===== config.mk =====
export PLATFORM = sky130hd
export DESIGN_NAME = pokey_ports_top
export DESIGN_NICKNAME = d
export VERILOG_FILES = /design/src/logic/pokey_cfg_pkg.sv /design/src/logic/pokey_state_pkg.sv /design/src/logic/key_scanner.sv /design/src/logic/pokey_ports_top.sv /design/src/logic/pot_scanner.sv /design/src/logic/scan_timebase.sv /design/src/logic/trigger_latch.sv
export SDC_FILE = /design/constraint.sdc
export NUM_CORES = 1
export LEC_CHECK = 0
export BUFFER_PORTS_ARGS = -buffer_cell sky130_fd_sc_hd__buf_2
export CAP_MARGIN = 25
export CORE_MARGIN = 5
export CORE_UTILIZATION = 40
export CTS_CLUSTER_SIZE = 12
export DETAILED_ROUTE_END_ITERATION = 7
export GPL_TIMING_DRIVEN = 0
export SYNTH_ARGS = -nofsm -noshare
export SYNTH_HDL_FRONTEND = slang
export SYNTH_HIERARCHICAL = 1
export SYNTH_SLANG_ARGS = --single-unit

===== constraint.sdc =====
create_clock -name clk_27mhz_fpga -period 3.35 [get_ports clk_27mhz_fpga]
set_clock_uncertainty 0.2 [all_clocks]
set_input_delay 0.335 -clock clk_27mhz_fpga [delete_from_list [all_inputs] [get_ports clk_27mhz_fpga]]
set_output_delay 0.335 -clock clk_27mhz_fpga [all_outputs]
set_load 0.05 [all_outputs]

===== src/logic/pokey_cfg_pkg.sv =====
package pokey_cfg_pkg;

    // board clocks per o2 tick
    // 8 keeps simulation short, the board build runs 1800 for a 15 kHz scan rate
    localparam int O2_DIV = 8;
    localparam int O2_CNT_W = $clog2(O2_DIV);

    // keypad matrix
    // rows are strobed low one at a time and columns read back active low
    localparam int KEY_ROWS = 4;
    localparam int KEY_COLS = 3;
    localparam int KEY_ROW_W = $clog2(KEY_ROWS);
    localparam int KEY_COL_W = $clog2(KEY_COLS);

    // key code is row * KEY_COLS + column
    localparam int KEY_CODE_W = 4;

    // paddle counter width and the count that ends a scan
    localparam int POT_W = 8;
    localparam int POT_MAX = 228;

    // o2 ticks spent with the pot capacitors shorted
    localparam int POT_DUMP_TICKS = 2;
    localparam int NUM_POTS = 2;

    // joystick trigger buttons, active low
    localparam int NUM_TRIG = 4;

endpackage


===== src/logic/pokey_state_pkg.sv =====
package pokey_state_pkg;

    // keypad compare-latch sequencer
    // confirm means one scan has seen a key
    // held means two scans in a row agreed on it
    typedef enum logic [1:0] {
        KEY_IDLE,
        KEY_CONFIRM,
        KEY_HELD
    } key_state_e;

    // paddle measurement sequencer
    // done holds ack until the host drops potgo
    typedef enum logic [1:0] {
        POT_IDLE,
        POT_DUMP,
        POT_COUNT,
        POT_DONE
    } pot_state_e;

endpackage


===== src/logic/key_scanner.sv =====
`timescale 1ns/1ns

module key_scanner (
    input  logic                                 clk_27mhz_fpga,
    input  logic                                 rst,
    input  logic                                 o2_tick,
    input  logic [pokey_cfg_pkg::KEY_COLS-1:0]   key_col_l,
    output logic [pokey_cfg_pkg::KEY_ROWS-1:0]   key_row_l,
    output logic [pokey_cfg_pkg::KEY_CODE_W-1:0] kbcode,
    output logic                                 key_depr
);

    pokey_state_pkg::key_state_e state;

    // columns come straight off the keypad
    logic [pokey_cfg_pkg::KEY_COLS-1:0] col_meta;
    logic [pokey_cfg_pkg::KEY_COLS-1:0] col_sync;

    logic [pokey_cfg_pkg::KEY_ROW_W-1:0] row_idx;
    logic                                last_row;
    logic                                scan_end;

    // key seen on the row being strobed now
    logic                                 row_hit;
    logic [pokey_cfg_pkg::KEY_COL_W-1:0]  row_col;
    logic [pokey_cfg_pkg::KEY_CODE_W-1:0] row_code;

    // result so far for the scan in progress
    logic                                 scan_hit;
    logic [pokey_cfg_pkg::KEY_CODE_W-1:0] scan_code;
    logic                                 cur_hit;
    logic [pokey_cfg_pkg::KEY_CODE_W-1:0] cur_code;

    // compare latch, code from the scan before
    logic [pokey_cfg_pkg::KEY_CODE_W-1:0] prev_code;
    logic                                 empty_seen;

    always_ff @(posedge clk_27mhz_fpga) begin
        col_meta <= key_col_l;
        col_sync <= col_meta;
    end

    assign last_row = (row_idx == pokey_cfg_pkg::KEY_ROW_W'(pokey_cfg_pkg::KEY_ROWS - 1));
    assign scan_end = o2_tick && last_row;

    // one row per o2 tick
    always_ff @(posedge clk_27mhz_fpga) begin
        if (rst) begin
            row_idx <= '0;
        end else if (o2_tick) begin
            row_idx <= last_row ? '0 : row_idx + 1'b1;
        end
    end

    // single low bit walks across the rows
    assign key_row_l = ~({{(pokey_cfg_pkg::KEY_ROWS - 1){1'b0}}, 1'b1} << row_idx);

    assign row_hit = ~&col_sync;

    // lowest pressed column wins
    always_comb begin
        row_col = '0;
        for (int c = pokey_cfg_pkg::KEY_COLS - 1; c >= 0; c--) begin
            if (!col_sync[c]) begin
                row_col = pokey_cfg_pkg::KEY_COL_W'(c);
            end
        end
    end

    assign row_code = pokey_cfg_pkg::KEY_CODE_W'(row_idx * pokey_cfg_pkg::KEY_COLS + row_col);

    // first key found in a scan is the one that counts
    assign cur_hit  = scan_hit | row_hit;
    assign cur_code = scan_hit ? scan_code : row_code;

    always_ff @(posedge clk_27mhz_fpga) begin
        if (rst) begin
            scan_hit <= 1'b0;
        end else if (o2_tick) begin
            scan_hit <= last_row ? 1'b0 : cur_hit;
        end
    end

    always_ff @(posedge clk_27mhz_fpga) begin
        if (o2_tick) begin
            scan_code <= cur_code;
        end
        if (scan_end) begin
            prev_code <= cur_code;
        end
    end

    // sequencer steps once per full scan
    always_ff @(posedge clk_27mhz_fpga) begin
        if (rst) begin
            state      <= pokey_state_pkg::KEY_IDLE;
            kbcode     <= '0;
            key_depr   <= 1'b0;
            empty_seen <= 1'b0;
        end else if (scan_end) begin
            case (state)
                pokey_state_pkg::KEY_IDLE: begin
                    if (cur_hit) begin
                        state <= pokey_state_pkg::KEY_CONFIRM;
                    end
                end
                pokey_state_pkg::KEY_CONFIRM: begin
                    if (!cur_hit) begin
                        state <= pokey_state_pkg::KEY_IDLE;
                    end else if (cur_code == prev_code) begin
                        // two scans agree
                        state      <= pokey_state_pkg::KEY_HELD;
                        kbcode     <= cur_code;
                        key_depr   <= 1'b1;
                        empty_seen <= 1'b0;
                    end
                end
                pokey_state_pkg::KEY_HELD: begin
                    if (cur_hit && (cur_code == kbcode)) begin
                        key_depr   <= 1'b1;
                        empty_seen <= 1'b0;
                    end else if (cur_hit) begin
                        // another key, needs its own confirm
                        state    <= pokey_state_pkg::KEY_CONFIRM;
                        key_depr <= 1'b0;
                    end else if (empty_seen) begin
                        state <= pokey_state_pkg::KEY_IDLE;
                    end else begin
                        // depressed flag drops on the first empty scan
                        empty_seen <= 1'b1;
                        key_depr   <= 1'b0;
                    end
                end
                default: begin
                    state <= pokey_state_pkg::KEY_IDLE;
                end
            endcase
        end
    end

    a_row_onehot: assert property (@(posedge clk_27mhz_fpga) disable iff (rst)
        $onehot(~key_row_l));

endmodule


===== src/logic/pokey_ports_top.sv =====
`timescale 1ns/1ns

module pokey_ports_top (
    input  logic                                 clk_27mhz_fpga,
    input  logic                                 rst,
    // keypad matrix
    input  logic [pokey_cfg_pkg::KEY_COLS-1:0]   key_col_l,
    output logic [pokey_cfg_pkg::KEY_ROWS-1:0]   key_row_l,
    output logic [pokey_cfg_pkg::KEY_CODE_W-1:0] kbcode,
    output logic                                 key_depr,
    // paddles
    input  logic [pokey_cfg_pkg::NUM_POTS-1:0]   pot_in,
    input  logic                                 potgo_req,
    output logic                                 potgo_ack,
    output logic [pokey_cfg_pkg::NUM_POTS-1:0]   pot_rel,
    output logic [pokey_cfg_pkg::POT_W-1:0]      pot0,
    output logic [pokey_cfg_pkg::POT_W-1:0]      pot1,
    output logic [pokey_cfg_pkg::POT_W-1:0]      allpot,
    // triggers
    input  logic [pokey_cfg_pkg::NUM_TRIG-1:0]   trig_l,
    input  logic                                 grac_latch,
    output logic [pokey_cfg_pkg::NUM_TRIG-1:0]   trig
);

    // o2 rate strobe shared by both scanners
    logic o2_tick;

    scan_timebase u_timebase (
        .clk_27mhz_fpga (clk_27mhz_fpga),
        .rst            (rst),
        .o2_tick        (o2_tick)
    );

    key_scanner u_key_scanner (
        .clk_27mhz_fpga (clk_27mhz_fpga),
        .rst            (rst),
        .o2_tick        (o2_tick),
        .key_col_l      (key_col_l),
        .key_row_l      (key_row_l),
        .kbcode         (kbcode),
        .key_depr       (key_depr)
    );

    pot_scanner u_pot_scanner (
        .clk_27mhz_fpga (clk_27mhz_fpga),
        .rst            (rst),
        .o2_tick        (o2_tick),
        .potgo_req      (potgo_req),
        .pot_in         (pot_in),
        .potgo_ack      (potgo_ack),
        .pot_rel        (pot_rel),
        .pot0           (pot0),
        .pot1           (pot1),
        .allpot         (allpot)
    );

    // triggers run on the board clock, no o2 needed
    trigger_latch u_trigger_latch (
        .clk_27mhz_fpga (clk_27mhz_fpga),
        .rst            (rst),
        .trig_l         (trig_l),
        .grac_latch     (grac_latch),
        .trig           (trig)
    );

endmodule


===== src/logic/pot_scanner.sv =====
`timescale 1ns/1ns

module pot_scanner (
    input  logic                               clk_27mhz_fpga,
    input  logic                               rst,
    input  logic                               o2_tick,
    input  logic                               potgo_req,
    input  logic [pokey_cfg_pkg::NUM_POTS-1:0] pot_in,
    output logic                               potgo_ack,
    output logic [pokey_cfg_pkg::NUM_POTS-1:0] pot_rel,
    output logic [pokey_cfg_pkg::POT_W-1:0]    pot0,
    output logic [pokey_cfg_pkg::POT_W-1:0]    pot1,
    output logic [pokey_cfg_pkg::POT_W-1:0]    allpot
);

    pokey_state_pkg::pot_state_e state;

    // comparator outputs are asynchronous
    logic [pokey_cfg_pkg::NUM_POTS-1:0] pot_meta;
    logic [pokey_cfg_pkg::NUM_POTS-1:0] pot_sync;

    logic req_q;
    logic go_pend;

    // dump tick counter, then the pot count
    logic [pokey_cfg_pkg::POT_W-1:0] bin_ctr;
    logic                            dump_last;
    logic                            count_last;

    // allpot bits, high while a pot is still charging
    logic [pokey_cfg_pkg::NUM_POTS-1:0] pot_pend;
    logic [pokey_cfg_pkg::POT_W-1:0]    pot_val [pokey_cfg_pkg::NUM_POTS];

    always_ff @(posedge clk_27mhz_fpga) begin
        pot_meta <= pot_in;
        pot_sync <= pot_meta;
    end

    // potgo rising edge waits here until the sequencer is idle
    always_ff @(posedge clk_27mhz_fpga) begin
        if (rst) begin
            req_q   <= 1'b0;
            go_pend <= 1'b0;
        end else begin
            req_q <= potgo_req;
            if (potgo_req && !req_q) begin
                go_pend <= 1'b1;
            end else if (state == pokey_state_pkg::POT_IDLE) begin
                go_pend <= 1'b0;
            end
        end
    end

    assign dump_last  = (bin_ctr == pokey_cfg_pkg::POT_W'(pokey_cfg_pkg::POT_DUMP_TICKS - 1));
    assign count_last = (bin_ctr == pokey_cfg_pkg::POT_W'(pokey_cfg_pkg::POT_MAX));

    always_ff @(posedge clk_27mhz_fpga) begin
        if (rst) begin
            state     <= pokey_state_pkg::POT_IDLE;
            bin_ctr   <= '0;
            potgo_ack <= 1'b0;
            pot_pend  <= '0;
            for (int i = 0; i < pokey_cfg_pkg::NUM_POTS; i++) begin
                pot_val[i] <= '0;
            end
        end else begin
            case (state)
                pokey_state_pkg::POT_IDLE: begin
                    if (go_pend) begin
                        state    <= pokey_state_pkg::POT_DUMP;
                        bin_ctr  <= '0;
                        pot_pend <= '1;
                    end
                end
                pokey_state_pkg::POT_DUMP: begin
                    if (o2_tick && dump_last) begin
                        state   <= pokey_state_pkg::POT_COUNT;
                        bin_ctr <= '0;
                    end else if (o2_tick) begin
                        bin_ctr <= bin_ctr + 1'b1;
                    end
                end
                pokey_state_pkg::POT_COUNT: begin
                    // a pot still pending at the last count gets POT_MAX
                    for (int i = 0; i < pokey_cfg_pkg::NUM_POTS; i++) begin
                        if (pot_pend[i] && (pot_sync[i] || (o2_tick && count_last))) begin
                            pot_val[i]  <= bin_ctr;
                            pot_pend[i] <= 1'b0;
                        end
                    end
                    if (o2_tick && count_last) begin
                        state     <= pokey_state_pkg::POT_DONE;
                        potgo_ack <= 1'b1;
                    end else if (o2_tick) begin
                        bin_ctr <= bin_ctr + 1'b1;
                    end
                end
                pokey_state_pkg::POT_DONE: begin
                    if (!potgo_req) begin
                        state     <= pokey_state_pkg::POT_IDLE;
                        potgo_ack <= 1'b0;
                    end
                end
                default: begin
                    state <= pokey_state_pkg::POT_IDLE;
                end
            endcase
        end
    end

    // release lags the state by one clock
    always_ff @(posedge clk_27mhz_fpga) begin
        if (rst) begin
            pot_rel <= '0;
        end else begin
            pot_rel <= {pokey_cfg_pkg::NUM_POTS{state == pokey_state_pkg::POT_DUMP}};
        end
    end

    assign pot0   = pot_val[0];
    assign pot1   = pot_val[1];
    assign allpot = {{(pokey_cfg_pkg::POT_W - pokey_cfg_pkg::NUM_POTS){1'b0}}, pot_pend};

    a_ack_no_rel: assert property (@(posedge clk_27mhz_fpga) disable iff (rst)
        potgo_ack |-> (pot_rel == '0));

    // ack holds for as long as the host keeps req up
    a_ack_holds: assert property (@(posedge clk_27mhz_fpga) disable iff (rst)
        potgo_ack && potgo_req |=> potgo_ack);

endmodule


===== src/logic/scan_timebase.sv =====
`timescale 1ns/1ns

module scan_timebase (
    input  logic clk_27mhz_fpga,
    input  logic rst,
    output logic o2_tick
);

    // down-counter, terminal count at zero
    logic [pokey_cfg_pkg::O2_CNT_W-1:0] div_cnt;

    always_ff @(posedge clk_27mhz_fpga) begin
        if (rst) begin
            div_cnt <= pokey_cfg_pkg::O2_CNT_W'(pokey_cfg_pkg::O2_DIV - 1);
            o2_tick <= 1'b0;
        end else begin
            // registered pulse, first one lands O2_DIV clocks after reset
            o2_tick <= (div_cnt == '0);
            if (div_cnt == '0) begin
                div_cnt <= pokey_cfg_pkg::O2_CNT_W'(pokey_cfg_pkg::O2_DIV - 1);
            end else begin
                div_cnt <= div_cnt - 1'b1;
            end
        end
    end

    // tick is a single clock wide, the scanners count on that
    a_tick_single: assert property (@(posedge clk_27mhz_fpga) disable iff (rst)
        o2_tick |=> !o2_tick);

endmodule


===== src/logic/trigger_latch.sv =====
`timescale 1ns/1ns

module trigger_latch (
    input  logic                               clk_27mhz_fpga,
    input  logic                               rst,
    input  logic [pokey_cfg_pkg::NUM_TRIG-1:0] trig_l,
    input  logic                               grac_latch,
    output logic [pokey_cfg_pkg::NUM_TRIG-1:0] trig
);

    // two flop synchronizer per button
    logic [pokey_cfg_pkg::NUM_TRIG-1:0] trig_meta;
    logic [pokey_cfg_pkg::NUM_TRIG-1:0] trig_sync;

    always_ff @(posedge clk_27mhz_fpga) begin
        if (rst) begin
            trig_meta <= '1;
            trig_sync <= '1;
            trig      <= '1;
        end else begin
            trig_meta <= trig_l;
            trig_sync <= trig_meta;
            // GRACTL bit 2 set, a press sticks until the bit clears
            if (grac_latch) begin
                trig <= trig & trig_sync;
            end else begin
                trig <= trig_sync;
            end
        end
    end

endmodule


==> impl_metrics.env, run 1 <==
export IMPL_rrSetupSlack_ps=140
export IMPL_setup_violations=0
export IMPL_synth_area_leader_cell="dfxtp_1"
export IMPL_cts_root_buf="clkbuf_8"
export IMPL_h_tree_depth=3
export IMPL_power_switching_share_pct=30.5
export IMPL_insertion_delay_ps=350
export IMPL_ant_nets=0
export IMPL_met1_length_microns=3070
export IMPL_worstSetupStartpoint="u_key_scanner/col_sync[2]"
export IMPL_ir_drop_v=0.000271
export IMPL_hp_class="in2reg"
export IMPL_holdPathEnd="u_pot_scanner/req_q"
export IMPL_crit_path_start_kind="flop"
export IMPL_die_x_microns=102
export IMPL_area_growth_pct=21.4
export IMPL_crit_type="reg2reg"
export IMPL_crit_slowest_cell="fa_1"
export IMPL_place_ws_ps=56.0
export IMPL_crit_path_max_fanout=8
export IMPL_clockBufferDepth=2
export IMPL_clk_pin_slew_ps=80
export IMPL_clkPwrFrac_pct=33.7
export IMPL_syn_avg_cell_area_sq_um=11.2
export IMPL_syn_area_sq_um=3350
export IMPL_design_die_area_sq_um=10300
export IMPL_port_buffers=46
export IMPL_multi_input_area_sq_um=1440
export IMPL_nets=402
export IMPL_place_area_sq_um=3740
export IMPL_grt_pass1_vias=2215
export IMPL_wl_met3_microns=298
export IMPL_vias=2320
export IMPL_slew_headroom_pct=58.7
export IMPL_hold_viol=0
export IMPL_gr_usage_all_layers_pct=12.9
export IMPL_worst_slack_ps=142
export IMPL_grt_pass1_wl_microns=10300
export IMPL_grt_remaining_overflow=0
export IMPL_met2WireLength_microns=2850
export IMPL_hold_path_startpoint="potgo_req"
export IMPL_final_cell_area_sq_um=4070
export IMPL_post_drt_wl_per_cell_microns=13.1
export IMPL_vias_per_cell=4.81
export IMPL_critical_path_arrival_ps=3300
export IMPL_fin_crit_ps=3210
export IMPL_worstPathRequired_ps=3450
export IMPL_slew_viol_final=0
export IMPL_synth_edf_count=24
export IMPL_combPwrFrac_pct=18.7
export IMPL_tightest_slew_ps=619
export IMPL_nFillCells=769
export IMPL_wirelength_microns=6330
export IMPL_final_layout_size_suffix_gt1_share_pct=26.8
export IMPL_cts_inserted_buffers=9
export IMPL_ios=53
export IMPL_r2r_end="u_key_scanner/empty_seen"
export IMPL_yosysSeqAreaShare_pct=53.2
export IMPL_place_congestion=0.786
export IMPL_first_iter_violations=92
export IMPL_yosysWarnings=6
export IMPL_antenna_found_initial=0
export IMPL_synth_commonest_cells="dfxtp_1 (53), edfxtp_1 (24), inv_1 (23), nor2_1 (19), ha_1 (15)"
export IMPL_p_seq_share_pct=47.7
export IMPL_drv_cap=0
export IMPL_synth_flop_cell="dfxtp_1"
export IMPL_critPathTopFamily="adder cells"
export IMPL_cts_tree="yes"
export IMPL_status="finished, final reports clean"
export IMPL_p_int_mw=1.49
export IMPL_p_sw_uw=656
export IMPL_path_cells="nand3b_1 -> fa_1 -> inv_1 -> ha_1 -> inv_1 -> fa_1 -> nor2b_2 -> o21a_1 -> nor3_4 -> buf_4 -> nand3_4 -> a22oi_1 -> o211a_1"
export IMPL_r2r_start="u_key_scanner/col_sync[2]"
export IMPL_netlist_instances=298
export IMPL_synth_top_area_share_pct=31.7
export IMPL_first_pass_iters=4
export IMPL_fin_util_pct=49.7
export IMPL_rows=33
export IMPL_initial_utilization_pct=41.0
export IMPL_antenna_cells=0
export IMPL_whs_path_depth=2
export IMPL_synthArstFlopShare_pct=0
export IMPL_core_sq_um=8180
export IMPL_ys_types=55
export IMPL_clock_sinks=77
export IMPL_seq_area_sq_um=1790
export IMPL_ff2ff_path_depth=13
export IMPL_post_route_period_util_pct=95.8
export IMPL_end_kind="flop"
export IMPL_post_route_drc_count=0
export IMPL_yosysMostFrequentCell="dfxtp_1"
export IMPL_dp_hpwl_microns=4550
export IMPL_ys_seq_elements=77
export IMPL_slowest_delay_ps=490
export IMPL_yosys_top_cells_area="dfxtp_1 (32%), edfxtp_1 (22%), ha_1 (5.6%)"
export IMPL_worstSetupPathDepth=13
export IMPL_highest_layer="met4"
export IMPL_power_density_nw_per_um2=529
export IMPL_worst_path_buf_inv=3
export IMPL_hold_slack_ps=55.2
export IMPL_leakage_nw=1.71
export IMPL_grt_max_degree=16
export IMPL_fmax_mhz=312
export IMPL_die_height_microns=102
-- cells in the final DEF (no fill, tap or decap), types with 3 or more instances in the layout --
cell type	instances
and2_1	10
nor2_1	19
a21oi_2	3
ha_1	15
inv_6	5
inv_1	21
or3b_1	3
nor2b_1	8
nor3_1	8
buf_4	8
nand4_1	3
o21ai_0	10
a21o_1	4
mux2i_1	9
buf_2	48
nand2_1	9
edfxtp_1	24
clkbuf_8	9
xnor2_1	6
nand3_1	6
xor2_1	3
or2_1	6
dlygate4sd3_1	9
or2_2	4
a21oi_1	7
dfxtp_1	51
conb_1	6
nand2b_1	7
a211oi_1	3
a21o_2	4
-- layer usage --
metal	GRT usage, %	up-vias
li1	-	1167
met1	17.5	1093
met2	19.3	50
met3	3.37	10
met4	6.24	0
met5	0	-
-- sequential cells by signal, summed over array words and instances (netlist names), 2 cells and up --
| name | cells |
|---|---|
| u_key_scanner/row_idx | 2 |
| u_pot_scanner/pot_pend | 2 |
| u_pot_scanner/pot_meta | 2 |
| u_pot_scanner/state | 2 |
| u_key_scanner/col_sync | 3 |
| u_trigger_latch/trig_sync | 4 |
| u_key_scanner/state | 2 |
| u_key_scanner/prev_code | 4 |
| u_timebase/div_cnt | 3 |
| u_trigger_latch/trig_meta | 4 |
| u_key_scanner/kbcode | 4 |
| u_key_scanner/scan_code | 4 |
| u_trigger_latch/trig | 4 |
| u_pot_scanner/bin_ctr | 8 |
| u_pot_scanner/pot_sync | 2 |
| u_key_scanner/col_meta | 3 |
| u_pot_scanner/pot_val | 16 |
-- logic make-up after synthesis --
logic type      Yosys count  share of synthesized area (%)
other cells               1                          0.112
compound gates           48                           10.0
mux                      11                           4.03
simple gates            100                           18.3
xor+xnor                  9                           2.35
flops                    77                           53.2
buf+inv                  35                           5.15
fa+ha+maj                17                           6.80
-- power groups by stage --
stage	Combinational [mW]	Sequential [mW]	Clock (mW)
global route	0.440	1.03	0.793
finish	0.401	1.02	0.724
floorplan	0.246	1.11	0
detailed placement	0.391	1.05	0
CTS	0.401	1.03	0.743
global placement	0.387	1.05	0
-- how the worst max path moves through the flow --
stage                                       end
global placement    u_pot_scanner/pot_val[0][9]
detailed placement     u_key_scanner/empty_seen
floorplan              u_key_scanner/empty_seen
global route             u_key_scanner/state[0]
finish                 u_key_scanner/empty_seen
CTS                    u_key_scanner/empty_seen
-- area by class of cell --
| cell class | instances | area share [%] |
|---|---|---|
| Inverter | 24 | 2.22 |
| Clock inverter | 7 | 1.94 |
| Clock buffer | 9 | 3.05 |
| Buffer | 11 | 2.03 |
| Sequential cell | 77 | 43.9 |
| Timing Repair Buffer | 58 | 8.31 |
| Tap cell | 105 | 3.23 |
| Multi-Input combinational cell | 191 | 35.3 |
-- per-stage QoR --
stage               std cells  setup TNS (ps)  power (mW)
floorplan                 303               0        1.35
global placement          454               0        1.43
detailed placement        456               0        1.44
CTS                       481               0        2.17
global route              482           -8.00        2.26
finish                    482               0        2.15
-- repair_timing --
action,CTS,global route
resized for setup,0,9
endpoints found under the setup margin,0,8
hold buffers,9,0
hold endpoints to repair,9,0
setup buffers,0,1
Power figures use the tool's default switching activity.
==> run 2: changes to the inputs <==
--- a/config.mk
+++ b/config.mk
@@ -7,7 +7,7 @@
 export LEC_CHECK = 0
 export BUFFER_PORTS_ARGS = -buffer_cell sky130_fd_sc_hd__buf_2
 export CAP_MARGIN = 25
-export CORE_MARGIN = 5
+export CORE_MARGIN = 1
 export CORE_UTILIZATION = 40
 export CTS_CLUSTER_SIZE = 12
 export DETAILED_ROUTE_END_ITERATION = 7
==> impl_metrics.env, run 2 (synthesized netlist as in run 1, its figures left out) <==
export IMPL_drv_cap=0
export IMPL_ant_nets=0
export IMPL_area_growth_pct=21.5
export IMPL_crit_path_start_kind="flop"
export IMPL_leakage_nw=1.71
export IMPL_cp_endpoint="u_key_scanner/empty_seen"
export IMPL_rows=33
export IMPL_r2r_start="u_key_scanner/row_idx[1]"
export IMPL_grt_pass1_vias=2141
export IMPL_crit_type="reg2reg"
export IMPL_layout_common_cells="dfxtp_1 (52), buf_2 (48), edfxtp_1 (24)"
export IMPL_power_density_nw_per_um2=537
export IMPL_dp_cells=456
export IMPL_dp_hpwl_microns=4160
export IMPL_nets=402
export IMPL_clk_pin_slew_ps=80
export IMPL_post_route_drc_count=0
export IMPL_reg_top3="u_pot_scanner/pot_val (16), u_pot_scanner/bin_ctr (8)"
export IMPL_antenna_found_initial=0
export IMPL_cts_root_buf="clkbuf_8"
export IMPL_design_die_area_sq_um=8750
export IMPL_fmax_mhz=316
export IMPL_path_cells="inv_1 -> fa_1 -> inv_1 -> ha_1 -> inv_1 -> fa_1 -> nor2b_2 -> nor3_1 -> nor3_4 -> buf_4 -> nand3_4 -> a22oi_1 -> o211a_1"
export IMPL_largest_register_ffs=16
export IMPL_crit_slowest_cell="fa_1"
export IMPL_h_tree_depth=3
export IMPL_antenna_cells=0
export IMPL_hold_slack_ps=62.4
export IMPL_port_buffers=46
export IMPL_first_iter_violations=79
export IMPL_cts_inserted_buffers=9
export IMPL_slew_viol_final=0
export IMPL_vias_per_cell=4.74
export IMPL_worstSetupStartpoint="u_key_scanner/row_idx[1]"
export IMPL_slew_headroom_pct=59.1
export IMPL_seq_area_sq_um=1780
export IMPL_hold_viol=0
export IMPL_initial_utilization_pct=41.0
export IMPL_first_pass_iters=5
export IMPL_wirelength_microns=5860
export IMPL_crit_path_max_fanout=8
export IMPL_die_x_microns=93.5
export IMPL_slowest_delay_ps=520
export IMPL_fin_crit_ps=3160
export IMPL_r2r_end="u_key_scanner/empty_seen"
export IMPL_core_sq_um=8180
export IMPL_rrSetupSlack_ps=190
export IMPL_die_height_microns=93.5
export IMPL_tns_ps=0
export IMPL_end_kind="flop"
export IMPL_gr_usage_all_layers_pct=14.7
export IMPL_vias=2283
export IMPL_tightest_slew_ps=612
export IMPL_multi_input_area_sq_um=1430
export IMPL_layout_cells_non_filler=482
export IMPL_status="finished, final reports clean"
export IMPL_regMostFlops="u_pot_scanner/pot_val"
export IMPL_grt_remaining_overflow=0
export IMPL_place_congestion=0.799
export IMPL_hp_class="in2reg"
export IMPL_crit_top_cell="inv_1"
export IMPL_setup_violations=0
export IMPL_grt_pass1_wl_microns=9780
export IMPL_post_drt_wl_per_cell_microns=12.2
export IMPL_post_route_period_util_pct=94.4
export IMPL_ir_drop_v=0.000290
export IMPL_grt_max_degree=16
export IMPL_final_layout_size_suffix_gt1_share_pct=25.5
export IMPL_mostFrequentLayoutCell="dfxtp_1"
export IMPL_clock_sinks=77
export IMPL_worstPathRequired_ps=3400
export IMPL_rsz0062_at_grt="true"
export IMPL_cts_tree="yes"
export IMPL_clockBufferDepth=2
export IMPL_insertion_delay_ps=360
export IMPL_critical_path_arrival_ps=3210
export IMPL_nFillCells=756
export IMPL_ff2ff_path_depth=13
export IMPL_ios=53
## run 2: power breakdown
group | internal (mW) | switching (mW) | total [mW]
sequential | 1.00 | 0.0219 | 1.02
clock | 0.420 | 0.341 | 0.761
combinational | 0.136 | 0.264 | 0.401
## run 2: worst min-delay path by stage
stage,slack [ps],endpoint,cells past startpoint,from
floorplan,110,u_key_scanner/col_sync[0],0,u_key_scanner/col_meta[0]
global placement,110,u_pot_scanner/pot_sync[0],0,u_pot_scanner/pot_meta[0]
detailed placement,110,u_pot_scanner/pot_sync[0],0,u_pot_scanner/pot_meta[0]
CTS,40,u_pot_scanner/req_q,2,potgo_req
global route,70,u_pot_scanner/req_q,2,potgo_req
finish,60,u_pot_scanner/req_q,2,potgo_req
## run 2: critical path, delay by kind of cell (launching register included)
family                   cells  cell delay (ps)
AO/OA/AOI/OAI                2              320
adder cells (fa/ha/maj)      3             1100
buffers and inverters        4              390
flip-flops                   1              380
AND/OR/NAND/NOR              4              690
## run 2: cell type report
type / count / share of cell area, %
inverter: 24 / 2.21
clock inverter: 6 / 2.12
clock buffer: 10 / 3.14
sequential: 77 / 43.8
buffer: 11 / 2.03
timing repair buffer: 58 / 8.30
multi-input combinational: 191 / 35.2
tap: 105 / 3.23
## run 2: what timing repair did
item,4_1_cts,5_1_grt
endpoints found under the hold margin,9,0
hold buffers,9,0
setup buffers,0,1
resized for setup,0,4
setup endpoints to repair,0,8
## run 2: per-layer routing
layer,up-vias,global-route usage (%),part of all wire (%)
li1,1177,-,-
met1,1049,18.8,50
met2,46,22.2,43
met3,11,3.66,4.0
met4,0,9.23,2.6
met5,-,0,0
## run 2: metrics by stage
step	power, mW	util (%)	instance area [sq um]	worst slack (ps)
after floorplan	1.35	-	3370	333
after global placement	1.43	45.6	3730	69.8
after detailed placement	1.44	45.8	3740	74.9
after CTS	2.21	49.5	4050	50.3
after global routing	2.29	49.8	4070	-27.6
final	2.19	49.8	4070	187
